===== src/gather_pkg.sv =====
package gather_pkg;

  // lane sample and store word
  localparam int SAMPLE_W       = 8;
  localparam int WORD_W         = 32;
  localparam int BYTES_PER_WORD = 4;
  // holds a release count of 0..4
  localparam int BYTE_CNT_W     = 3;

  // lanes and their ring regions in the store
  localparam int LANES_N    = 2;
  localparam int LANE_WORDS = 16;
  localparam int LANE_PTR_W = $clog2(LANE_WORDS);

  localparam int STORE_DEPTH  = 32;
  localparam int STORE_ADDR_W = 5;

  // host address map: 0x00..0x7c store words, 0x80 status / flush
  localparam int                  AXI_ADDR_W  = 8;
  localparam logic [AXI_ADDR_W-1:0] STATUS_ADDR = 8'h80;

  // per-lane word count, wraps
  localparam int COUNT_W = 8;

  // store requesters
  localparam int REQ_N     = 3;
  localparam int REQ_IDX_W = $clog2(REQ_N);
  localparam int REQ_LANE0 = 0;
  localparam int REQ_LANE1 = 1;
  localparam int REQ_HOST  = 2;

  // host read state encoding
  localparam int                  RD_STATE_W = 2;
  localparam logic [RD_STATE_W-1:0] RD_IDLE    = 2'd0;
  localparam logic [RD_STATE_W-1:0] RD_WAIT    = 2'd1;
  localparam logic [RD_STATE_W-1:0] RD_DATA    = 2'd2;
  localparam logic [RD_STATE_W-1:0] RD_HOLD    = 2'd3;

endpackage


===== src/serial_in_parallel_out.sv =====
module serial_in_parallel_out #(
  parameter int els_p = 4
) (
  input  logic                                   clk_i,
  input  logic                                   reset_i,
  input  logic                                   valid_i,
  input  logic [gather_pkg::SAMPLE_W-1:0]        data_i,
  output logic                                   ready_o,
  output logic [gather_pkg::BYTES_PER_WORD-1:0]  valid_o,
  output logic [gather_pkg::BYTES_PER_WORD-1:0][gather_pkg::SAMPLE_W-1:0] data_o,
  input  logic [gather_pkg::BYTE_CNT_W-1:0]      yumi_cnt_i
);
  import gather_pkg::*;

  logic [els_p-1:0][SAMPLE_W-1:0]   data_r;
  logic [els_p-1:0][SAMPLE_W-1:0]   data_nn;
  // double width so a shift by up to 4 never indexes past the end
  logic [2*els_p-1:0][SAMPLE_W-1:0] data_n;
  logic [els_p-1:0]                 valid_r;
  logic [els_p-1:0]                 valid_nn;
  logic [2*els_p-1:0]               valid_n;
  logic                             accept;
  int                               slot;

  // valid bits are always packed from slot 0, so the top slot tells full
  assign ready_o = ~valid_r[els_p-1];
  assign accept  = valid_i & ready_o;

  always_comb begin
    // first free slot, els_p when everything is occupied
    slot = els_p;
    for (int i = els_p - 1; i >= 0; i--) begin
      if (!valid_r[i]) begin
        slot = i;
      end
    end

    data_n             = '0;
    valid_n            = '0;
    data_n[els_p-1:0]  = data_r;
    valid_n[els_p-1:0] = valid_r;

    // bypass the arriving byte into the view
    data_n[slot]  = data_i;
    valid_n[slot] = accept;

    valid_o = valid_n[BYTES_PER_WORD-1:0];
    data_o  = data_n[BYTES_PER_WORD-1:0];

    // shift down by the number of bytes the packer takes
    for (int i = 0; i < els_p; i++) begin
      data_nn[i]  = data_n[yumi_cnt_i + i];
      valid_nn[i] = valid_n[yumi_cnt_i + i];
    end
  end

  always_ff @(posedge clk_i) begin
    if (reset_i) begin
      valid_r <= '0;
    end else begin
      valid_r <= valid_nn;
    end
  end

  // payload only, the valid vector qualifies it
  always_ff @(posedge clk_i) begin
    data_r <= data_nn;
  end

endmodule


===== src/lane_packer.sv =====
module lane_packer #(
  parameter int lane_base = 0
) (
  input  logic                                   clk_i,
  input  logic                                   reset_i,
  input  logic [gather_pkg::BYTES_PER_WORD-1:0]  valid_i,
  input  logic [gather_pkg::BYTES_PER_WORD-1:0][gather_pkg::SAMPLE_W-1:0] data_i,
  output logic [gather_pkg::BYTE_CNT_W-1:0]      yumi_cnt_o,
  input  logic                                   flush_i,
  output logic                                   req_o,
  output logic [gather_pkg::STORE_ADDR_W-1:0]    addr_o,
  output logic [gather_pkg::WORD_W-1:0]          wdata_o,
  input  logic                                   gnt_i,
  output logic [gather_pkg::COUNT_W-1:0]         count_o
);
  import gather_pkg::*;

  // ring pointer inside this lane's region
  logic [LANE_PTR_W-1:0] ptr_r;
  logic [COUNT_W-1:0]    count_r;
  logic                  flush_r;
  logic [BYTE_CNT_W-1:0] nbytes;
  logic                  full;

  always_comb begin
    nbytes = '0;
    for (int i = 0; i < BYTES_PER_WORD; i++) begin
      if (valid_i[i]) begin
        nbytes = nbytes + 1'b1;
      end
      // little endian, missing bytes read as zero
      wdata_o[i*SAMPLE_W +: SAMPLE_W] = valid_i[i] ? data_i[i] : '0;
    end
  end

  assign full = &valid_i;

  // a partial word only goes out when a flush is pending
  // while waiting a flush word may pick up bytes that arrive late,
  // the count taken in the grant cycle always matches the data written
  assign req_o = full | (flush_r & valid_i[0]);

  // release only on the grant so the buffer holds still while waiting
  assign yumi_cnt_o = gnt_i ? nbytes : '0;

  assign addr_o  = STORE_ADDR_W'(lane_base) + STORE_ADDR_W'(ptr_r);
  assign count_o = count_r;

  always_ff @(posedge clk_i) begin
    if (reset_i) begin
      ptr_r   <= '0;
      count_r <= '0;
      flush_r <= 1'b0;
    end else begin
      if (gnt_i) begin
        // ring wraps silently, older words are overwritten
        ptr_r   <= ptr_r + 1'b1;
        count_r <= count_r + 1'b1;
      end
      if (flush_i) begin
        flush_r <= 1'b1;
      end else if (gnt_i || !valid_i[0]) begin
        // done, or nothing to flush
        flush_r <= 1'b0;
      end
    end
  end

endmodule


===== src/shared_word_store.sv =====
module shared_word_store (
  input  logic                                clk_i,
  input  logic                                reset_i,
  input  logic [gather_pkg::REQ_N-1:0]        req_i,
  input  logic [gather_pkg::REQ_N-1:0]        we_i,
  input  logic [gather_pkg::STORE_ADDR_W-1:0] addr0_i,
  input  logic [gather_pkg::STORE_ADDR_W-1:0] addr1_i,
  input  logic [gather_pkg::STORE_ADDR_W-1:0] addr2_i,
  input  logic [gather_pkg::WORD_W-1:0]       wdata0_i,
  input  logic [gather_pkg::WORD_W-1:0]       wdata1_i,
  output logic [gather_pkg::REQ_N-1:0]        gnt_o,
  output logic [gather_pkg::WORD_W-1:0]       rdata_o
);
  import gather_pkg::*;

  logic [WORD_W-1:0]       mem_r [STORE_DEPTH];
  logic [WORD_W-1:0]       rdata_r;
  // last winner, search starts one past it
  logic [REQ_IDX_W-1:0]    last_r;
  int                      win;
  int                      idx;
  logic                    any_gnt;
  logic                    we_sel;
  logic [STORE_ADDR_W-1:0] addr_sel;
  logic [WORD_W-1:0]       wdata_sel;

  // round robin, one-hot grant
  always_comb begin
    gnt_o   = '0;
    win     = 0;
    any_gnt = 1'b0;
    for (int k = 1; k <= REQ_N; k++) begin
      idx = (int'(last_r) + k) % REQ_N;
      if (!any_gnt && req_i[idx]) begin
        gnt_o[idx] = 1'b1;
        win        = idx;
        any_gnt    = 1'b1;
      end
    end
  end

  // single port, mux the winner onto it
  always_comb begin
    case (win)
      REQ_LANE0: addr_sel = addr0_i;
      REQ_LANE1: addr_sel = addr1_i;
      default:   addr_sel = addr2_i;
    endcase
  end

  // host never writes, so only lane data reaches the port
  assign wdata_sel = (win == REQ_LANE1) ? wdata1_i : wdata0_i;
  assign we_sel    = any_gnt & we_i[win];
  assign rdata_o   = rdata_r;

  always_ff @(posedge clk_i) begin
    if (reset_i) begin
      // lane 0 comes first after reset
      last_r <= REQ_IDX_W'(REQ_HOST);
    end else if (any_gnt) begin
      last_r <= REQ_IDX_W'(win);
    end
  end

  // write commits at the grant edge, read data shows up the cycle after
  always_ff @(posedge clk_i) begin
    if (we_sel) begin
      mem_r[addr_sel] <= wdata_sel;
    end
    if (any_gnt && !we_sel) begin
      rdata_r <= mem_r[addr_sel];
    end
  end

endmodule


===== src/axil_host_port.sv =====
module axil_host_port (
  input  logic                                clk_i,
  input  logic                                reset_i,
  // write address / data
  input  logic [gather_pkg::AXI_ADDR_W-1:0]   awaddr_i,
  input  logic                                awvalid_i,
  output logic                                awready_o,
  input  logic [gather_pkg::WORD_W-1:0]       wdata_i,
  input  logic                                wvalid_i,
  output logic                                wready_o,
  output logic                                bvalid_o,
  input  logic                                bready_i,
  // read address / data
  input  logic [gather_pkg::AXI_ADDR_W-1:0]   araddr_i,
  input  logic                                arvalid_i,
  output logic                                arready_o,
  output logic [gather_pkg::WORD_W-1:0]       rdata_o,
  output logic                                rvalid_o,
  input  logic                                rready_i,
  // store requester
  output logic                                req_o,
  output logic [gather_pkg::STORE_ADDR_W-1:0] addr_o,
  input  logic                                gnt_i,
  input  logic [gather_pkg::WORD_W-1:0]       store_rdata_i,
  // status and flush
  input  logic [gather_pkg::COUNT_W-1:0]      count0_i,
  input  logic [gather_pkg::COUNT_W-1:0]      count1_i,
  output logic [gather_pkg::LANES_N-1:0]      flush_o
);
  import gather_pkg::*;

  logic [RD_STATE_W-1:0]   rd_state_r;
  logic [STORE_ADDR_W-1:0] rd_addr_r;
  logic [WORD_W-1:0]       rd_data_r;
  logic                    bvalid_r;
  logic [LANES_N-1:0]      flush_r;
  logic                    wr_acc;
  logic                    rd_acc;
  logic                    rd_status;
  logic [WORD_W-1:0]       status_word;

  // aw and w taken together, one response in flight at most
  assign wr_acc    = awvalid_i & wvalid_i & ~bvalid_r;
  assign awready_o = wr_acc;
  assign wready_o  = wr_acc;
  assign bvalid_o  = bvalid_r;
  assign flush_o   = flush_r;

  assign arready_o = (rd_state_r == RD_IDLE);
  assign rd_acc    = arvalid_i & arready_o;
  // top address bit picks status over the store window
  assign rd_status = araddr_i[AXI_ADDR_W-1];
  assign status_word = {{(WORD_W - 2*COUNT_W){1'b0}}, count1_i, count0_i};

  assign req_o  = (rd_state_r == RD_WAIT);
  assign addr_o = rd_addr_r;

  // first data beat comes straight from the store, later beats from the hold reg
  assign rvalid_o = (rd_state_r == RD_DATA) | (rd_state_r == RD_HOLD);
  assign rdata_o  = (rd_state_r == RD_DATA) ? store_rdata_i : rd_data_r;

  always_ff @(posedge clk_i) begin
    if (reset_i) begin
      rd_state_r <= RD_IDLE;
    end else begin
      case (rd_state_r)
        RD_IDLE: begin
          if (rd_acc) begin
            rd_state_r <= rd_status ? RD_HOLD : RD_WAIT;
          end
        end
        RD_WAIT: begin
          if (gnt_i) begin
            rd_state_r <= RD_DATA;
          end
        end
        RD_DATA: begin
          rd_state_r <= rready_i ? RD_IDLE : RD_HOLD;
        end
        default: begin
          if (rready_i) begin
            rd_state_r <= RD_IDLE;
          end
        end
      endcase
    end
  end

  // word address from the byte address
  always_ff @(posedge clk_i) begin
    if (rd_acc) begin
      rd_addr_r <= araddr_i[STORE_ADDR_W+1:2];
      rd_data_r <= status_word;
    end else if (rd_state_r == RD_DATA) begin
      rd_data_r <= store_rdata_i;
    end
  end

  always_ff @(posedge clk_i) begin
    if (reset_i) begin
      bvalid_r <= 1'b0;
      flush_r  <= '0;
    end else begin
      // flush is a single cycle strobe
      flush_r <= '0;
      if (wr_acc) begin
        bvalid_r <= 1'b1;
        if (awaddr_i == STATUS_ADDR) begin
          flush_r <= wdata_i[LANES_N-1:0];
        end
      end else if (bready_i) begin
        bvalid_r <= 1'b0;
      end
    end
  end

endmodule


===== src/sample_gatherer_top.sv =====
module sample_gatherer_top (
  input  logic                              clk_i,
  input  logic                              reset_i,
  input  logic                              lane0_valid_i,
  input  logic [gather_pkg::SAMPLE_W-1:0]   lane0_data_i,
  output logic                              lane0_ready_o,
  input  logic                              lane1_valid_i,
  input  logic [gather_pkg::SAMPLE_W-1:0]   lane1_data_i,
  output logic                              lane1_ready_o,
  input  logic [gather_pkg::AXI_ADDR_W-1:0] awaddr_i,
  input  logic                              awvalid_i,
  output logic                              awready_o,
  input  logic [gather_pkg::WORD_W-1:0]     wdata_i,
  input  logic                              wvalid_i,
  output logic                              wready_o,
  output logic                              bvalid_o,
  input  logic                              bready_i,
  input  logic [gather_pkg::AXI_ADDR_W-1:0] araddr_i,
  input  logic                              arvalid_i,
  output logic                              arready_o,
  output logic [gather_pkg::WORD_W-1:0]     rdata_o,
  output logic                              rvalid_o,
  input  logic                              rready_i
);
  import gather_pkg::*;

  // buffer to packer, per lane
  logic [BYTES_PER_WORD-1:0]               sipo0_valid;
  logic [BYTES_PER_WORD-1:0][SAMPLE_W-1:0] sipo0_data;
  logic [BYTE_CNT_W-1:0]                   yumi0_cnt;
  logic [BYTES_PER_WORD-1:0]               sipo1_valid;
  logic [BYTES_PER_WORD-1:0][SAMPLE_W-1:0] sipo1_data;
  logic [BYTE_CNT_W-1:0]                   yumi1_cnt;

  // store requests
  logic                    pack0_req;
  logic                    pack1_req;
  logic                    host_req;
  logic [STORE_ADDR_W-1:0] pack0_addr;
  logic [STORE_ADDR_W-1:0] pack1_addr;
  logic [STORE_ADDR_W-1:0] host_addr;
  logic [WORD_W-1:0]       pack0_wdata;
  logic [WORD_W-1:0]       pack1_wdata;
  logic [REQ_N-1:0]        gnt;
  logic [WORD_W-1:0]       store_rdata;

  logic [COUNT_W-1:0] count0;
  logic [COUNT_W-1:0] count1;
  logic [LANES_N-1:0] flush;

  serial_in_parallel_out u_sipo0 (
    .clk_i, .reset_i,
    .valid_i(lane0_valid_i), .data_i(lane0_data_i), .ready_o(lane0_ready_o),
    .valid_o(sipo0_valid), .data_o(sipo0_data), .yumi_cnt_i(yumi0_cnt)
  );

  serial_in_parallel_out u_sipo1 (
    .clk_i, .reset_i,
    .valid_i(lane1_valid_i), .data_i(lane1_data_i), .ready_o(lane1_ready_o),
    .valid_o(sipo1_valid), .data_o(sipo1_data), .yumi_cnt_i(yumi1_cnt)
  );

  lane_packer #(.lane_base(0)) u_pack0 (
    .clk_i, .reset_i,
    .valid_i(sipo0_valid), .data_i(sipo0_data), .yumi_cnt_o(yumi0_cnt),
    .flush_i(flush[0]), .req_o(pack0_req), .addr_o(pack0_addr),
    .wdata_o(pack0_wdata), .gnt_i(gnt[REQ_LANE0]), .count_o(count0)
  );

  lane_packer #(.lane_base(LANE_WORDS)) u_pack1 (
    .clk_i, .reset_i,
    .valid_i(sipo1_valid), .data_i(sipo1_data), .yumi_cnt_o(yumi1_cnt),
    .flush_i(flush[1]), .req_o(pack1_req), .addr_o(pack1_addr),
    .wdata_o(pack1_wdata), .gnt_i(gnt[REQ_LANE1]), .count_o(count1)
  );

  // request order follows the requester indices, host is the only reader
  shared_word_store u_store (
    .clk_i, .reset_i,
    .req_i({host_req, pack1_req, pack0_req}),
    .we_i(3'b011),
    .addr0_i(pack0_addr), .addr1_i(pack1_addr), .addr2_i(host_addr),
    .wdata0_i(pack0_wdata), .wdata1_i(pack1_wdata),
    .gnt_o(gnt), .rdata_o(store_rdata)
  );

  axil_host_port u_host (
    .clk_i, .reset_i,
    .awaddr_i, .awvalid_i, .awready_o,
    .wdata_i, .wvalid_i, .wready_o,
    .bvalid_o, .bready_i,
    .araddr_i, .arvalid_i, .arready_o,
    .rdata_o, .rvalid_o, .rready_i,
    .req_o(host_req), .addr_o(host_addr), .gnt_i(gnt[REQ_HOST]),
    .store_rdata_i(store_rdata),
    .count0_i(count0), .count1_i(count1), .flush_o(flush)
  );

endmodule


===== config.mk =====
export PLATFORM = sky130hd
export DESIGN_NAME = sample_gatherer_top
export DESIGN_NICKNAME = d
export VERILOG_FILES = /design/src/gather_pkg.sv /design/src/serial_in_parallel_out.sv /design/src/lane_packer.sv /design/src/shared_word_store.sv /design/src/axil_host_port.sv /design/src/sample_gatherer_top.sv
export SDC_FILE = /design/constraint.sdc
export NUM_CORES = 1
export LEC_CHECK = 0
export BUFFER_PORTS_ARGS = -buffer_cell sky130_fd_sc_hd__clkbuf_2
export CAP_MARGIN = 10
export CELL_PAD_IN_SITES_DETAIL_PLACEMENT = 0
export CELL_PAD_IN_SITES_GLOBAL_PLACEMENT = 1
export CORE_MARGIN = 1
export CORE_UTILIZATION = 45
export CTS_CLUSTER_SIZE = 25
export DETAILED_ROUTE_END_ITERATION = 8
export GPL_ROUTABILITY_DRIVEN = 0
export PLACE_DENSITY = 0.73
export SYNTH_ARGS = -nofsm -noshare
export SYNTH_HDL_FRONTEND = slang
export SYNTH_SLANG_ARGS = --single-unit

===== constraint.sdc =====
create_clock -name clk_i -period 15.25 [get_ports clk_i]
set_input_delay 0.7625 -clock clk_i [delete_from_list [all_inputs] [get_ports clk_i]]
set_output_delay 0.7625 -clock clk_i [all_outputs]
set_load 0.03 [all_outputs]

==> metrics.txt <==
Synth Flop Type sky130_fd_sc_hd__edfxtp_1; sequential fraction of the synthesis area between 60 and 70%; Placed Area 52500 sq um; count of final hold-check violations 0; DR WL/cell 27.0 um; share of flip-flops with an asynchronous set or reset after synthesis 0%; most frequent CP cell sky130_fd_sc_hd__buf_4; clock buffer count from CTS 116; Synthesized Nets between 3000 and 4000; count of warnings emitted by yosys 0; total of max-cap violations 0; Die H between 300 and 400 um; residual DRC count 0; number of cells upsized or downsized after cts 0; critical path start-end classification flip-flop to flip-flop; layout cells sized above 1 between 10 and 15%; Final Setup Violations 0; worst hold path type input port to flip-flop; largest incremental delay on the critical path 0.94 ns; post-layout net count 3557; sum of overflow across all layers after global routing 0; Post-Syn Area per Cell 14.8 sq um; Max-Slew Margin vs Limit 15.7%; detailed router's first-iteration violation count 3457; CP Data Arrival Time 8.15 ns; Std-Cell Core Area approximately 110000 sq um; Overall Power 8.03 mW; Worst EP required around 16 ns; Core Rows between 100 and 150; Max VDD drop 112 uV; post-synthesis instance area approximately 50000 sq um; total power per unit cell area 142 nW/um^2; cell with the biggest individual delay on the critical path sky130_fd_sc_hd__a21oi_2; slew at the pin with the worst max-slew slack 1.26 ns; number of input and output port buffers inserted 79; die area 113000 sq um; critical-path cell list buf_4, a21oi_2, inv_1, ha_1, nand3_2, nand2_1, a311oi_2, buf_4, mux2_2, mux2i_4, buf_4, buf_12, buf_12, mux2i_1, o22ai_1, nor4_1, nand2_1; status completed; post-synthesis to final-layout area growth 12.8%; pin count of the biggest net entering global routing 152; leakage power total approximately 22 nW; count of non-filler cells in the finished layout 5034; final setup TNS 0 ns; sinks on the clock net approximately 1200; Hold Path Stages 2; maximum fanout along the worst path ~140; final-layout worst hold slack around 0.26 ns; number of cells on the worst reg-to-reg path 17; Detail Placement HPWL approximately 77000 um; clock tree skew after final layout between 0.03 and 0.04 ns; capturing element type of the critical path flip-flop; Top-Level Pins ~110; CTS H-Tree Depth 3; insertion delay to the later sink of the worst-skew pair about 0.7 ns; cell at the root of the clock tree sky130_fd_sc_hd__clkbuf_16; top area cells in the synthesized netlist sky130_fd_sc_hd__edfxtp_1, sky130_fd_sc_hd__mux2i_1, sky130_fd_sc_hd__dfxtp_1; number of buffers added to fix hold violations after cts 0; Synth area leader sky130_fd_sc_hd__edfxtp_1; routed vias/inst 5.95; Pre-Repair DR Iteration Count 6; critical path launch point type flip-flop; TritonCTS clock tree done; count of pins over their slew limit 0; aggregate routed wire length 136000 um; final clock period utilization by the worst path 50.7%; f_max 129 MHz; starting density of the core 45.6%; antenna violations before repair 1; residual antenna-violating net count after detailed routing 0; vias after detailed routing 30000; vias in the first global route about 29000; EDFF count, synth 1061; GRT Total Usage 23.9%; count of placed standard cells including taps around 4800; cell area after layout approximately 56000 sq um; Synth Instances approximately 3400; number of storage elements in the synthesis netlist 1198; floorplan die width 335 um; CTS clk-pin slew, worst paths 0.06 ns; setup repair after global routing missed its margin false; wire length of the first global-routing pass 195000 um; count of different cell masters after synthesis a little under 90; final critical-path required period 7.72 ns; maximum buffer depth of the clock tree 3; post-CTS setup buffers 0; share of the synthesized area in the top cell type 63.7%; worst setup slack for register-to-register paths 7.53 ns
registers in the layout, indices dropped and copies added (netlist names):
name               flops
u_store.mem_r       1024
u_host.rd_data_r      32
u_sipo0.data_r        32
u_sipo1.data_r        32
u_store.rdata_o       32
u_pack0.count_o        8
u_pack1.count_o        8
u_host.addr_o          5
u_pack0.ptr_r          4
u_pack1.ptr_r          4
u_sipo0.valid_r        4
u_sipo1.valid_r        4
u_host.flush_o         2
u_host.rd_state_r      2
u_store.last_r         2
u_host.bvalid_o        1
u_pack0.flush_r        1
u_pack1.flush_r        1
logic make-up (layout without fill, tap and decap cells):
family / count (synthesis) / after routing / share of synthesized area [%]
buffers and inverters: 239 / 417 / 2.39
AOI/OAI and AO/OA: 608 / 608 / 8.33
and+or+nand+nor: 636 / 636 / 5.91
adders and majority gates: 25 / 25 / 0.620
DFF: 1198 / 1198 / 69.2
muxes: 640 / 640 / 13.0
xor gates and xnor gates: 33 / 33 / 0.593
other: 0 / 1 / 0
cell usage after synthesis, types with 12 or more instances:
library cell               instances
sky130_fd_sc_hd__edfxtp_1       1061
sky130_fd_sc_hd__mux2_2           58
sky130_fd_sc_hd__nand3_1          24
sky130_fd_sc_hd__ha_1             24
sky130_fd_sc_hd__and3_1           15
sky130_fd_sc_hd__nand2b_1         16
sky130_fd_sc_hd__xor2_1           16
sky130_fd_sc_hd__o21ai_0          37
sky130_fd_sc_hd__nor3_1           17
sky130_fd_sc_hd__xnor2_1          16
sky130_fd_sc_hd__inv_1            30
sky130_fd_sc_hd__nor4_1           66
sky130_fd_sc_hd__dfxtp_1         137
sky130_fd_sc_hd__nand2_1         198
sky130_fd_sc_hd__buf_2            75
sky130_fd_sc_hd__o221ai_1         16
sky130_fd_sc_hd__nor2_1          209
sky130_fd_sc_hd__buf_1            14
sky130_fd_sc_hd__buf_4            50
sky130_fd_sc_hd__mux2i_1         578
sky130_fd_sc_hd__o22ai_1         280
sky130_fd_sc_hd__a211oi_1         28
sky130_fd_sc_hd__and2_1           27
sky130_fd_sc_hd__clkbuf_1         59
sky130_fd_sc_hd__o31ai_1          44
sky130_fd_sc_hd__a22oi_1          12
sky130_fd_sc_hd__a21oi_1          68
sky130_fd_sc_hd__a221o_1          23
per-layer routing:
metal / vias to the layer above / global-route usage (%) / share of wire, %
met4: 0 / 6.66 / 2.5
met2: 1176 / 39.0 / 48
met1: 15200 / 33.4 / 43
met3: 205 / 3.16 / 7.1
met5: - / 0 / 0
li1: 13400 / - / -
power by group:
group / switching [mW] / total [mW] / internal [mW]
logic: 0.835 / 1.31 / 0.471
registers: 0.0838 / 3.86 / 3.78
clock network: 1.23 / 2.86 / 1.63
per-stage QoR:
step / setup WS (ns) / util (%)
6_report: 7.53 / 51.5
5_1_grt: 7.11 / 51.5
4_1_cts: 7.48 / 51.4
3_5_place_dp: 7.13 / 47.9
3_3_place_gp: 7.21 / 47.9
2_1_floorplan: 6.07 / -
layout make-up:
type / count / area (sq um)
Timing Repair Buffer: 165 / 1140
Tap cell: 1476 / 1850
Antenna cell: 1 / 2.50
Fill cell: 9046 / 53200
Inverter: 37 / 140
Clock inverter: 63 / 686
Multi-Input combinational cell: 1942 / 14900
Sequential cell: 1198 / 34600
Clock buffer: 152 / 3090
final timing paths:
check | start | to
max | u_sipo0.valid_r[0]$_SDFF_PP0_ | u_store.rdata_o[27]$_DFFE_PP_
min | rready_i | u_host.rd_state_r[0]$_SDFFE_PP0P_
max reg2reg | u_sipo0.valid_r[0]$_SDFF_PP0_ | u_store.rdata_o[27]$_DFFE_PP_
min reg2reg | u_host.flush_o[1]$_SDFF_PP0_ | u_pack1.flush_r$_SDFFE_PP0P_
cells in the final DEF, fill, tap and decap left out, types with 10 or more instances in the layout:
master	Yosys	layout
sky130_fd_sc_hd__bufinv_16	0	12
sky130_fd_sc_hd__clkinv_2	1	22
sky130_fd_sc_hd__o22ai_1	280	280
sky130_fd_sc_hd__clkbuf_2	2	79
sky130_fd_sc_hd__nand2_1	198	198
sky130_fd_sc_hd__buf_4	50	77
sky130_fd_sc_hd__mux2i_1	578	577
sky130_fd_sc_hd__or2_2	6	13
sky130_fd_sc_hd__o21ai_1	11	11
sky130_fd_sc_hd__and3_1	15	15
sky130_fd_sc_hd__o21ai_0	37	37
sky130_fd_sc_hd__a211oi_1	28	28
sky130_fd_sc_hd__nor2_1	209	177
sky130_fd_sc_hd__inv_1	30	30
sky130_fd_sc_hd__nand3_1	24	24
sky130_fd_sc_hd__dfxtp_1	137	136
sky130_fd_sc_hd__o31ai_4	0	27
sky130_fd_sc_hd__o221ai_1	16	16
sky130_fd_sc_hd__clkbuf_1	59	31
sky130_fd_sc_hd__clkinv_1	4	23
sky130_fd_sc_hd__a31oi_1	11	10
sky130_fd_sc_hd__nor3_1	17	16
sky130_fd_sc_hd__nor2_4	1	33
sky130_fd_sc_hd__edfxtp_1	1061	1061
sky130_fd_sc_hd__and2_1	27	26
sky130_fd_sc_hd__nor4_1	66	66
sky130_fd_sc_hd__xnor2_1	16	16
sky130_fd_sc_hd__a22oi_1	12	12
sky130_fd_sc_hd__o31ai_1	44	16
sky130_fd_sc_hd__a221o_1	23	23
sky130_fd_sc_hd__xor2_1	16	16
sky130_fd_sc_hd__mux2_2	58	58
sky130_fd_sc_hd__clkbuf_16	0	116
sky130_fd_sc_hd__a21oi_1	68	66
sky130_fd_sc_hd__ha_1	24	24
worst max-delay path, delay by kind of cell (launching register included):
family | cells | cell delay [ns]
adders and majority gates | 1 | 0.33
muxes | 3 | 0.81
DFF | 1 | 0.30
buffers and inverters | 6 | 2.99
AOI/OAI and AO/OA | 3 | 1.39
and+or+nand+nor | 4 | 1.37
Power figures use the tool's default switching activity.
